===== config.mk =====
export PLATFORM = sky130hd
export DESIGN_NAME = kitchen_orders_top
export DESIGN_NICKNAME = d
export VERILOG_FILES = /design/src/source/kitchen_pkg.sv /design/src/source/second_tick.sv /design/src/source/order_queue.sv /design/src/source/score_keeper.sv /design/src/source/service_control.sv /design/src/source/kitchen_orders_top.sv
export SDC_FILE = /design/constraint.sdc
export NUM_CORES = 1
export LEC_CHECK = 0
export BUFFER_PORTS_ARGS = -buffer_cell sky130_fd_sc_hd__buf_2
export CAP_MARGIN = 20
export CORE_MARGIN = 3
export CORE_UTILIZATION = 53
export CTS_CLUSTER_SIZE = 30
export DETAILED_ROUTE_END_ITERATION = 10
export HOLD_SLACK_MARGIN = 0.1
export PLACE_DENSITY = 0.88
export SETUP_SLACK_MARGIN = 0.2
export SKIP_CTS_REPAIR_TIMING = 1
export SYNTH_ARGS = -nofsm -noshare
export SYNTH_HDL_FRONTEND = slang
export SYNTH_SLANG_ARGS = --single-unit

===== constraint.sdc =====
create_clock -name clock -period 2.15 [get_ports clock]
set_input_delay 0.1075 -clock clock [delete_from_list [all_inputs] [get_ports clock]]
set_output_delay 0.1075 -clock clock [all_outputs]
set_load 0.005 [all_outputs]

===== src/source/kitchen_pkg.sv =====
package kitchen_pkg;

    // item code on one counter space
    typedef logic [3:0] item_t;

    // remaining seconds of one open order
    typedef logic [4:0] seconds_t;

    // running score, unsigned
    typedef logic [9:0] points_t;

    localparam int ORDER_SLOTS = 4;

    // occupied order slots, oldest order in bit 0
    typedef logic [ORDER_SLOTS-1:0] slot_mask_t;

    // finished dish as it appears on the delivery space
    localparam item_t DISH_READY = 4'd4;

    // order timing in game seconds
    localparam seconds_t ORDER_LIFETIME = 5'd30;
    localparam seconds_t ARRIVAL_SECONDS = 5'd20;

    // board clock cycles per game second
    localparam int SECOND_CYCLES = 21_000_000;

    localparam points_t SERVE_POINTS = 10'd20;
    localparam points_t EXPIRE_PENALTY = 10'd10;

    // freshness thresholds, checked with a strict greater-than
    localparam seconds_t BONUS_HIGH = 5'd15;
    localparam seconds_t BONUS_MID = 5'd10;
    localparam seconds_t BONUS_LOW = 5'd5;

    localparam points_t BONUS_HIGH_POINTS = 10'd6;
    localparam points_t BONUS_MID_POINTS = 10'd4;
    localparam points_t BONUS_LOW_POINTS = 10'd2;

    typedef enum logic [1:0] {
        STOPPED,
        EMPTY,
        ACTIVE
    } control_state_t;

endpackage


===== src/source/second_tick.sv =====
`timescale 1ns/1ps

module second_tick #(
    parameter int second_cycles = kitchen_pkg::SECOND_CYCLES
) (
    input  logic clock,
    input  logic reset,
    input  logic enable,
    input  logic arrival_clear,
    output logic sec_pulse,
    output logic arrival_due
);

    localparam int COUNT_BITS = (second_cycles > 1) ? $clog2(second_cycles) : 1;

    logic [COUNT_BITS-1:0] cycle_count;
    logic second_done;
    kitchen_pkg::seconds_t arrival_count;

    // last cycle of the current game second
    assign second_done = enable && (cycle_count == COUNT_BITS'(second_cycles - 1));

    always_ff @(posedge clock) begin
        if (reset) begin
            cycle_count <= '0;
            sec_pulse <= 1'b0;
        end else begin
            sec_pulse <= second_done;
            // prescaler holds its place while the game is paused
            if (enable) begin
                cycle_count <= second_done ? '0 : cycle_count + 1'b1;
            end
        end
    end

    // seconds since the last arrival, parked at the arrival interval
    always_ff @(posedge clock) begin
        if (reset) begin
            arrival_count <= '0;
        end else if (arrival_clear) begin
            arrival_count <= '0;
        end else if (sec_pulse && arrival_count != kitchen_pkg::ARRIVAL_SECONDS) begin
            arrival_count <= arrival_count + 1'b1;
        end
    end

    assign arrival_due = (arrival_count == kitchen_pkg::ARRIVAL_SECONDS);

    // a second only ends on a cycle where the game was running
    pulse_needs_enable: assert property (@(posedge clock) disable iff (reset)
        $rose(sec_pulse) |-> $past(enable));

endmodule


===== src/source/order_queue.sv =====
`timescale 1ns/1ps

module order_queue (
    input  logic clock,
    input  logic reset,
    input  logic sec_pulse,
    input  logic serve,
    input  logic expire,
    input  logic add_order,
    output kitchen_pkg::slot_mask_t orders,
    output kitchen_pkg::seconds_t [kitchen_pkg::ORDER_SLOTS-1:0] order_times,
    output kitchen_pkg::seconds_t oldest_time,
    output logic oldest_expired,
    output logic full
);

    localparam int SLOTS = kitchen_pkg::ORDER_SLOTS;

    kitchen_pkg::slot_mask_t mask;
    kitchen_pkg::slot_mask_t next_mask;
    kitchen_pkg::slot_mask_t count_mask;
    kitchen_pkg::seconds_t [SLOTS-1:0] times;
    kitchen_pkg::seconds_t [SLOTS-1:0] next_times;
    logic pop;

    assign pop = serve | expire;

    always_comb begin
        next_mask = mask;
        next_times = times;
        // slots that keep counting this cycle, after any shift
        count_mask = mask;

        if (pop) begin
            next_mask = mask >> 1;
            next_times = {kitchen_pkg::ORDER_LIFETIME, times[SLOTS-1:1]};
            count_mask = mask >> 1;
        end else if (add_order && !mask[SLOTS-1]) begin
            // occupancy is contiguous, so the new bit lands just above the run
            next_mask = {mask[SLOTS-2:0], 1'b1};
            for (int i = 0; i < SLOTS; i++) begin
                if (next_mask[i] && !mask[i]) begin
                    next_times[i] = kitchen_pkg::ORDER_LIFETIME;
                end
            end
        end

        // the new order is not counted down on its first cycle
        if (sec_pulse) begin
            for (int i = 0; i < SLOTS; i++) begin
                if (count_mask[i] && next_times[i] != '0) begin
                    next_times[i] = next_times[i] - 1'b1;
                end
            end
        end
    end

    always_ff @(posedge clock) begin
        if (reset) begin
            mask <= '0;
            times <= {SLOTS{kitchen_pkg::ORDER_LIFETIME}};
        end else begin
            mask <= next_mask;
            times <= next_times;
        end
    end

    assign orders = mask;
    assign order_times = times;
    assign oldest_time = times[0];
    assign oldest_expired = mask[0] && (times[0] == '0);
    assign full = mask[SLOTS-1];

    // open orders always fill the queue from the oldest slot up
    mask_contiguous: assert property (@(posedge clock) disable iff (reset)
        (mask & kitchen_pkg::slot_mask_t'(mask + 1'b1)) == '0);

    // the controller issues one game event at a time
    one_event: assert property (@(posedge clock) disable iff (reset)
        $onehot0({serve, expire, add_order}));

endmodule


===== src/source/score_keeper.sv =====
`timescale 1ns/1ps

module score_keeper (
    input  logic clock,
    input  logic reset,
    input  logic serve,
    input  logic expire,
    input  kitchen_pkg::seconds_t oldest_time,
    output kitchen_pkg::points_t point_total
);

    localparam int POINT_BITS = $bits(kitchen_pkg::points_t);

    kitchen_pkg::points_t bonus;
    // one extra bit to catch overflow of the addition
    logic [POINT_BITS:0] serve_sum;

    // freshness bonus from the served order's remaining seconds
    always_comb begin
        if (oldest_time > kitchen_pkg::BONUS_HIGH) begin
            bonus = kitchen_pkg::BONUS_HIGH_POINTS;
        end else if (oldest_time > kitchen_pkg::BONUS_MID) begin
            bonus = kitchen_pkg::BONUS_MID_POINTS;
        end else if (oldest_time > kitchen_pkg::BONUS_LOW) begin
            bonus = kitchen_pkg::BONUS_LOW_POINTS;
        end else begin
            bonus = '0;
        end
    end

    assign serve_sum = {1'b0, point_total}
                     + {1'b0, kitchen_pkg::SERVE_POINTS}
                     + {1'b0, bonus};

    always_ff @(posedge clock) begin
        if (reset) begin
            point_total <= '0;
        end else if (serve) begin
            // saturate at the top of the score range
            if (serve_sum[POINT_BITS]) begin
                point_total <= '1;
            end else begin
                point_total <= serve_sum[POINT_BITS-1:0];
            end
        end else if (expire) begin
            // floor at zero instead of wrapping
            if (point_total < kitchen_pkg::EXPIRE_PENALTY) begin
                point_total <= '0;
            end else begin
                point_total <= point_total - kitchen_pkg::EXPIRE_PENALTY;
            end
        end
    end

endmodule


===== src/source/service_control.sv =====
`timescale 1ns/1ps

module service_control (
    input  logic clock,
    input  logic reset,
    input  logic timer_go,
    input  kitchen_pkg::item_t [1:0] check_spaces,
    input  kitchen_pkg::slot_mask_t orders,
    input  logic full,
    input  logic oldest_expired,
    input  logic arrival_due,
    output logic serve,
    output logic expire,
    output logic add_order,
    output logic arrival_clear,
    output kitchen_pkg::item_t [1:0] out_spaces
);

    kitchen_pkg::control_state_t state;
    kitchen_pkg::control_state_t next_state;
    logic busy;
    logic dish_ready;
    logic last_order;
    logic serve_next;
    logic expire_next;
    logic add_next;

    // an event is in flight until the queue has taken it
    assign busy = serve | expire | add_order;
    assign dish_ready = (check_spaces[1] == kitchen_pkg::DISH_READY);
    // popping this order leaves the queue empty
    assign last_order = !orders[1];

    always_comb begin
        next_state = state;
        serve_next = 1'b0;
        expire_next = 1'b0;
        add_next = 1'b0;

        case (state)
            kitchen_pkg::STOPPED: begin
                if (timer_go) begin
                    next_state = orders[0] ? kitchen_pkg::ACTIVE : kitchen_pkg::EMPTY;
                end
            end
            kitchen_pkg::EMPTY: begin
                if (!timer_go) begin
                    next_state = kitchen_pkg::STOPPED;
                end else if (!busy) begin
                    // nothing open, so the first order arrives right away
                    add_next = 1'b1;
                    next_state = kitchen_pkg::ACTIVE;
                end
            end
            kitchen_pkg::ACTIVE: begin
                if (!timer_go) begin
                    next_state = kitchen_pkg::STOPPED;
                end else if (!busy) begin
                    // serve beats expire beats arrival
                    if (dish_ready && orders[0]) begin
                        serve_next = 1'b1;
                        next_state = last_order ? kitchen_pkg::EMPTY : kitchen_pkg::ACTIVE;
                    end else if (oldest_expired) begin
                        expire_next = 1'b1;
                        next_state = last_order ? kitchen_pkg::EMPTY : kitchen_pkg::ACTIVE;
                    end else if (arrival_due && !full) begin
                        add_next = 1'b1;
                    end
                end
            end
            default: begin
                next_state = kitchen_pkg::STOPPED;
            end
        endcase
    end

    always_ff @(posedge clock) begin
        if (reset) begin
            state <= kitchen_pkg::STOPPED;
            serve <= 1'b0;
            expire <= 1'b0;
            add_order <= 1'b0;
            out_spaces <= '0;
        end else begin
            state <= next_state;
            serve <= serve_next;
            expire <= expire_next;
            add_order <= add_next;
            out_spaces <= check_spaces;
            // the served dish leaves the delivery space
            if (serve) begin
                out_spaces[1] <= '0;
            end
        end
    end

    // a new order restarts the arrival interval
    assign arrival_clear = add_order;

    // a serve reaches the queue while the order it pops is still open
    serve_from_active: assert property (@(posedge clock) disable iff (reset)
        serve |-> orders[0] && $past(state) == kitchen_pkg::ACTIVE);

endmodule


===== src/source/kitchen_orders_top.sv =====
`timescale 1ns/1ps

module kitchen_orders_top #(
    parameter int second_cycles = kitchen_pkg::SECOND_CYCLES
) (
    input  logic clock,
    input  logic reset,
    input  logic timer_go,
    input  kitchen_pkg::item_t [1:0] check_spaces,
    output kitchen_pkg::item_t [1:0] out_spaces,
    output kitchen_pkg::points_t point_total,
    output kitchen_pkg::slot_mask_t orders,
    output kitchen_pkg::seconds_t [kitchen_pkg::ORDER_SLOTS-1:0] order_times
);

    logic sec_pulse;
    logic arrival_due;
    logic arrival_clear;
    logic serve;
    logic expire;
    logic add_order;
    logic full;
    logic oldest_expired;
    kitchen_pkg::seconds_t oldest_time;

    second_tick #(
        .second_cycles(second_cycles)
    ) second_tick_inst (
        .clock(clock),
        .reset(reset),
        .enable(timer_go),
        .arrival_clear(arrival_clear),
        .sec_pulse(sec_pulse),
        .arrival_due(arrival_due)
    );

    order_queue order_queue_inst (
        .clock(clock),
        .reset(reset),
        .sec_pulse(sec_pulse),
        .serve(serve),
        .expire(expire),
        .add_order(add_order),
        .orders(orders),
        .order_times(order_times),
        .oldest_time(oldest_time),
        .oldest_expired(oldest_expired),
        .full(full)
    );

    score_keeper score_keeper_inst (
        .clock(clock),
        .reset(reset),
        .serve(serve),
        .expire(expire),
        .oldest_time(oldest_time),
        .point_total(point_total)
    );

    service_control service_control_inst (
        .clock(clock),
        .reset(reset),
        .timer_go(timer_go),
        .check_spaces(check_spaces),
        .orders(orders),
        .full(full),
        .oldest_expired(oldest_expired),
        .arrival_due(arrival_due),
        .serve(serve),
        .expire(expire),
        .add_order(add_order),
        .arrival_clear(arrival_clear),
        .out_spaces(out_spaces)
    );

endmodule


Word level (Yosys, flattened, before mapping)
Index checks and enable logic that the tools add are counted.
- logic and storage cells: 115
- flip-flop bits (word level): 78
- add/sub/neg operators: 9
- reduce and logical (&&, ||, !) cells: 30
- multiplexer cells: 42
- magnitude comparators: 4
- bitwise operators: 4
- equal/unequal tests: 10
- operators with widths (cell ; count):
    two-way mux 10 bit ; 6
    two-way mux 20 bit ; 3
    two-way mux 5 bit ; 8
    adder 25 x 1 -> 25 bit (second input constant) ; 1
    equality test 25 bit (second input constant) ; 1
    two-way mux 25 bit ; 1
    two-way mux 2 bit ; 10
    nonzero test 5 bit ; 4
    subtractor 5 x 1 -> 5 bit (second input constant) ; 4
    logical AND 1 bit ; 13
    adder 10 x 5 -> 11 bit (second input constant) ; 1
    adder 11 x 10 -> 11 bit ; 1
    > comparator 5 x 4 -> 1 bit (second input constant) ; 2
    < comparator 10 x 4 -> 1 bit (second input constant) ; 1
    subtractor 10 x 4 -> 10 bit (second input constant) ; 1
    two-way mux 1 bit ; 9
    two-way mux 3 bit ; 2
    != test 3 bit (second input constant) ; 2
    case mux 2 bit (3 select lines) ; 1
    OR reduction 2 bit ; 3
    adder 5 x 1 -> 5 bit (second input constant) ; 1
    equality test 5 bit (second input constant) ; 1
    > comparator 5 x 3 -> 1 bit (second input constant) ; 1
    logical NOT 5 bit ; 1
    16 further kinds ; 21

Depth between registers and ports, before layout
- depth in word-level cells: 9
- mapped depth: 12

Hierarchy
From an unflattened synthesis, not the netlist that was laid out.
- cell total of the unflattened synthesis: 556
- area total of the unflattened synthesis: 4679.5 um^2
- by module, submodules not included (module ; cells each ; area each (um^2) ; times used ; sequential area each (um^2)):
    order_queue ; 191 ; 1605.3 ; 1 ; 480.5
    second_tick ; 174 ; 1521.5 ; 1 ; 620.6
    score_keeper ; 132 ; 984.7 ; 1 ; 200.2
    service_control ; 59 ; 568.0 ; 1 ; 260.2

Worst setup path after synthesis
No wires, ideal clock.
- path type: register to register
- start: register order_queue_inst.times, in the netlist order_queue_inst.oldest_time[2]
- end: register score_keeper_inst.point_total[4]
- buffers on the path: 0
- clock period less this slack: 2.354 ns
- cell stages (with the launch flop): 13
- data arrival time: 2.223 ns
- setup slack: -0.204 ns
- library setup time: 0.131 ns
- data required time: 2.019 ns
- path through: dfxtp_1 > a21oi_1 > nor2b_1 > nor2_1 > ha_1 > inv_1 > ha_1 > fa_1 > a21oi_1 > or3b_1 > o21ai_0 > a2bb2oi_1 > o22ai_1
- longest elaborated chain between the ends: 7
- elaborated cells between the ends (all ways): 9
- ends and longest elaborated chain (what ; line ; text):
    start: declaration ; order_queue.sv:22 ; kitchen_pkg::seconds_t [SLOTS-1:0] times;
    start signal: assignment ; order_queue.sv:61 ; times <= {SLOTS{kitchen_pkg::ORDER_LIFETIME}};
    start signal: assignment ; order_queue.sv:64 ; times <= next_times;
    > comparator 5 x 3 -> 1 bit ; score_keeper.sv:24 ; end else if (oldest_time > kitchen_pkg::BONUS_LOW) begin
    two-way mux 2 bit ; score_keeper.sv:24 ;
    two-way mux 10 bit ; score_keeper.sv:22 ; end else if (oldest_time > kitchen_pkg::BONUS_MID) begin
    two-way mux 10 bit * ; score_keeper.sv:20 ; if (oldest_time > kitchen_pkg::BONUS_HIGH) begin
    adder 11 x 10 -> 11 bit * ; score_keeper.sv:33 ; + {1'b0, bonus};
    two-way mux 10 bit * ; score_keeper.sv:40 ; if (serve_sum[POINT_BITS]) begin
    two-way mux 10 bit * ; score_keeper.sv:38 ; end else if (serve) begin
    end signal: assignment ; score_keeper.sv:43 ; point_total <= serve_sum[POINT_BITS-1:0];
    end signal: assignment ; score_keeper.sv:50 ; point_total <= point_total - kitchen_pkg::EXPIRE_PENALTY;
    end: declaration ; score_keeper.sv:9 ; output kitchen_pkg::points_t point_total
Mark *: on every way between the ends. The rest lies on a longest branch, timed or not.
A chain may end at the register's enable or synchronous reset.

Worst setup path in the final report
- start: register order_queue_inst.times, in the netlist order_queue_inst.oldest_time[0]
- end: register score_keeper_inst.point_total[2]
Same word-level chain as after synthesis.

==> flow_summary.yaml <==
detailed_routing:
  wirelength_um: 11700
  num_vias: 4316
  final_antenna_net_count: 0
  drtIter0Drc: 322
  drc: 0
  first_pass_iters: 5
  via_per_inst: 6.07
  wire_per_inst_um: 16.5
critical_path:
  end_kind: "flop"
  worstPathArrival_ns: 2.52
  worstPathMaxFanout: 4
  critPathLaunchType: "flop"
  worstPathRequired_ns: 2.41
  criticalPathCategory: "flop to flop"
pwr:
  switchingPower_mw: 0.701
  internal-power_mw: 2.10
  p_clk_share_pct: 38.6
  vdd_ir_drop_max_uv: 324
  combPwrFrac_pct: 8.3
  static-leakage-power_nw: 2.15
  p_sw_share_pct: 25.0
  powerDensity_nw_per_um2: 512
  seqPwrFrac_pct: 53.0
floorplanning:
  fp.dieW_um: 96.9
  io_pins: 53
  die_h_um: 96.9
  core.rowCount: 32
  initial_core_util_pct: 55.6
  dieArea_um2: 9400
  core_um2: 7890
sta:
  fin_crit_sh_pct: 105
  period_needed_ns: 2.26
  drv_slew: 0
  skew_ns: 0.00677
  fin_setup_tns_ns: -0.722
  slew_headroom_pct: 63.9
  worst_slack_ns: -0.112
  setup_viol: 10
  hold_viol: 0
  rsz0062_at_grt: "yes"
  worst_slew_pin_slew_ns: 0.542
  clock.fmax_ghz: 0.442
global_route:
  grt-ovfl-total: 0
  grt_antenna_before_repair: 0
  grt.total_usage_pct: 21.8
  first_global_vias: 3908
  grt_max_degree: 25
  grt_pass1_wl_um: 17500
status:
  violations: "setup timing"
  status: "finished, violations left"
synth:
  synth_top_family_by_area: "simple AND/OR/NAND/NOR gates"
  yosysWarnings: 0
  ys_ff_latch: 78
  ys_types: 75
  synthCells: 513
  synth_top_area_cell: "dfxtp_1"
  syn_nets: 545
  async_flop_share_pct: 0
  muxShareOfSynthArea_pct: 1.71
  synth-xor-area-share_pct: 7.39
  syn_area_per_cell_um2: 8.54
  synth_area_leaders: "dfxtp_1, nor2_1, ha_1"
  synth-simple-area-share_pct: 27.1
  synth_edf_count: 0
  synth-compound-area-share_pct: 17.3
  yosys_most_used_dff: "dfxtp_1"
  synth_seq_area_share_pct: 35.6
  synth_adder_area_share_pct: 6.17
  syn_area_um2: 4380
  synth_top_cell_area_share_pct: 35.6
layout:
  stdcell_count: 711
  nNetsFinal: 636
  final_core_util_pct: 69.5
  drive_gt1_share_pct: 27.8
  antennaDiodeCount: 0
  area_growth_pct: 25.0
clock_network:
  cts_tree: "yes"
  htreeDepth: 3
  path_clk_slew_ns: 0.08
  worstSkewPairLatency_ns: 0.35
  cts_buffers: 9
  cts_sinks: 78
  root_buffer: "clkbuf_8"
  clock_path_buffers: 2
placed_design:
  dp.cells: 670
  gp_congestion: 0.909
  port_buffers: 52
  hpwl_um: 7570
min_path:
  hold_path_class: "primary input to flop"
flow_run:
  maxCapViolations: 0
==> final timing paths <==
path | start | slack [ns] | cells past startpoint | end
setup / recovery | order_queue_inst.oldest_time[0] | -0.11 | 12 | score_keeper_inst.point_total[2]
hold / removal | reset | 0.18 | 3 | score_keeper_inst.point_total[6]
setup reg to reg | order_queue_inst.oldest_time[0] | -0.11 | 12 | score_keeper_inst.point_total[2]
hold reg to reg | second_tick_inst.cycle_count[1] | 0.51 | 2 | second_tick_inst.cycle_count[1]
==> synthesized netlist by cell type (6+ instances only) <==
cell type and n:
o22ai_1 10, and3_1 9, nand2_1 34, nor2_1 76, a211oi_1 7, inv_1 20, nand4_1 14, nor4_1 6
xnor2_1 12, ha_1 20, a31oi_1 6, xor2_1 25, a21oi_1 18, clkbuf_1 7, o21ai_0 12, and2_1 8
dfxtp_1 78, o21a_1 7, nor2b_1 7, nand3_1 18, buf_2 12, nor3_1 14, o21ai_1 6
==> kinds of logic after synthesis <==
group | count (synthesis)
DFF | 78
muxes | 7
and+or+nand+nor | 223
adders and majority gates | 21
AOI/OAI and AO/OA | 103
buffers and inverters | 44
xor gates and xnor gates | 37
==> power by group through the flow <==
stage,Combinational (mW),Clock [mW],Sequential [mW]
6_report,0.234,1.08,1.49
5_1_grt,0.254,1.15,1.49
4_1_cts,0.196,1.10,1.49
3_5_place_dp,0.195,0,1.52
3_3_place_gp,0.188,0,1.52
2_1_floorplan,0.127,0,1.52
==> stage by stage <==
stage	hold slack, ns	area (um2)	power (mW)	worst slack [ns]
3_3_place_gp	0.323	4880	1.71	-0.0471
4_1_cts	-0.0429	5070	2.78	-0.173
5_1_grt	0.198	5480	2.90	-0.244
3_5_place_dp	0.325	4880	1.72	-0.176
6_report	0.184	5480	2.81	-0.112
2_1_floorplan	0.229	4420	1.65	-0.00332
==> flip-flops by register name, summed over array words and instances, names as in the netlist, 2 cells and up <==
signal,cells
score_keeper_inst.point_total,10
order_queue_inst.oldest_time,5
order_queue_inst.order_times,15
order_queue_inst.orders,4
service_control_inst.state,2
service_control_inst.out_spaces,8
second_tick_inst.cycle_count,25
second_tick_inst.arrival_count,5
==> final cells by class <==
cell class,count,area (um2)
Clock inverter,6,62.6
Clock buffer,10,128
Tap cell,102,128
Inverter,21,78.8
Timing Repair Buffer,102,678
Sequential cell,78,1580
Fill cell,558,2410
Multi-Input combinational cell,392,2820
==> worst max-delay path, stage by stage, from the launching register on <==
cell	delay, ns
dfxtp_2	0.34
a21oi_4	0.14
nor2b_2	0.05
nor2_1	0.09
ha_1	0.23
inv_1	0.06
ha_2	0.18
fa_2	0.24
a21oi_2	0.08
or3b_4	0.40
nand2_4	0.10
nor2_1	0.04
o32ai_1	0.21
==> per-layer routing <==
metal / part of all wire, % / vias up / wire [um] / global-route usage [%]
met1: 41 / 2041 / 4760 / 27.1
met2: 49 / 224 / 5780 / 36.8
met3: 7.4 / 36 / 869 / 5.34
met4: 2.7 / 0 / 317 / 7.24
li1: - / 2015 / - / -
met5: 0 / - / 0 / 0
==> cell usage in the layout (no fill, tap or decap), drive strengths merged, types with 8 or more instances in the layout <==
cell / Yosys / layout
ha: 20 / 20
xnor2: 12 / 12
o22ai: 11 / 11
nand2: 34 / 34
buf: 16 / 93
nor3: 14 / 14
dfxtp: 78 / 78
a21oi: 18 / 18
and3: 9 / 9
inv: 21 / 21
xor2: 25 / 25
o21ai: 18 / 18
nand4: 15 / 15
nand3: 18 / 18
and2: 8 / 8
clkbuf: 7 / 10
dlygate4sd3: 0 / 9
nor4: 8 / 8
nor2: 77 / 77
No activity file was read; power rests on OpenSTA's default activity.
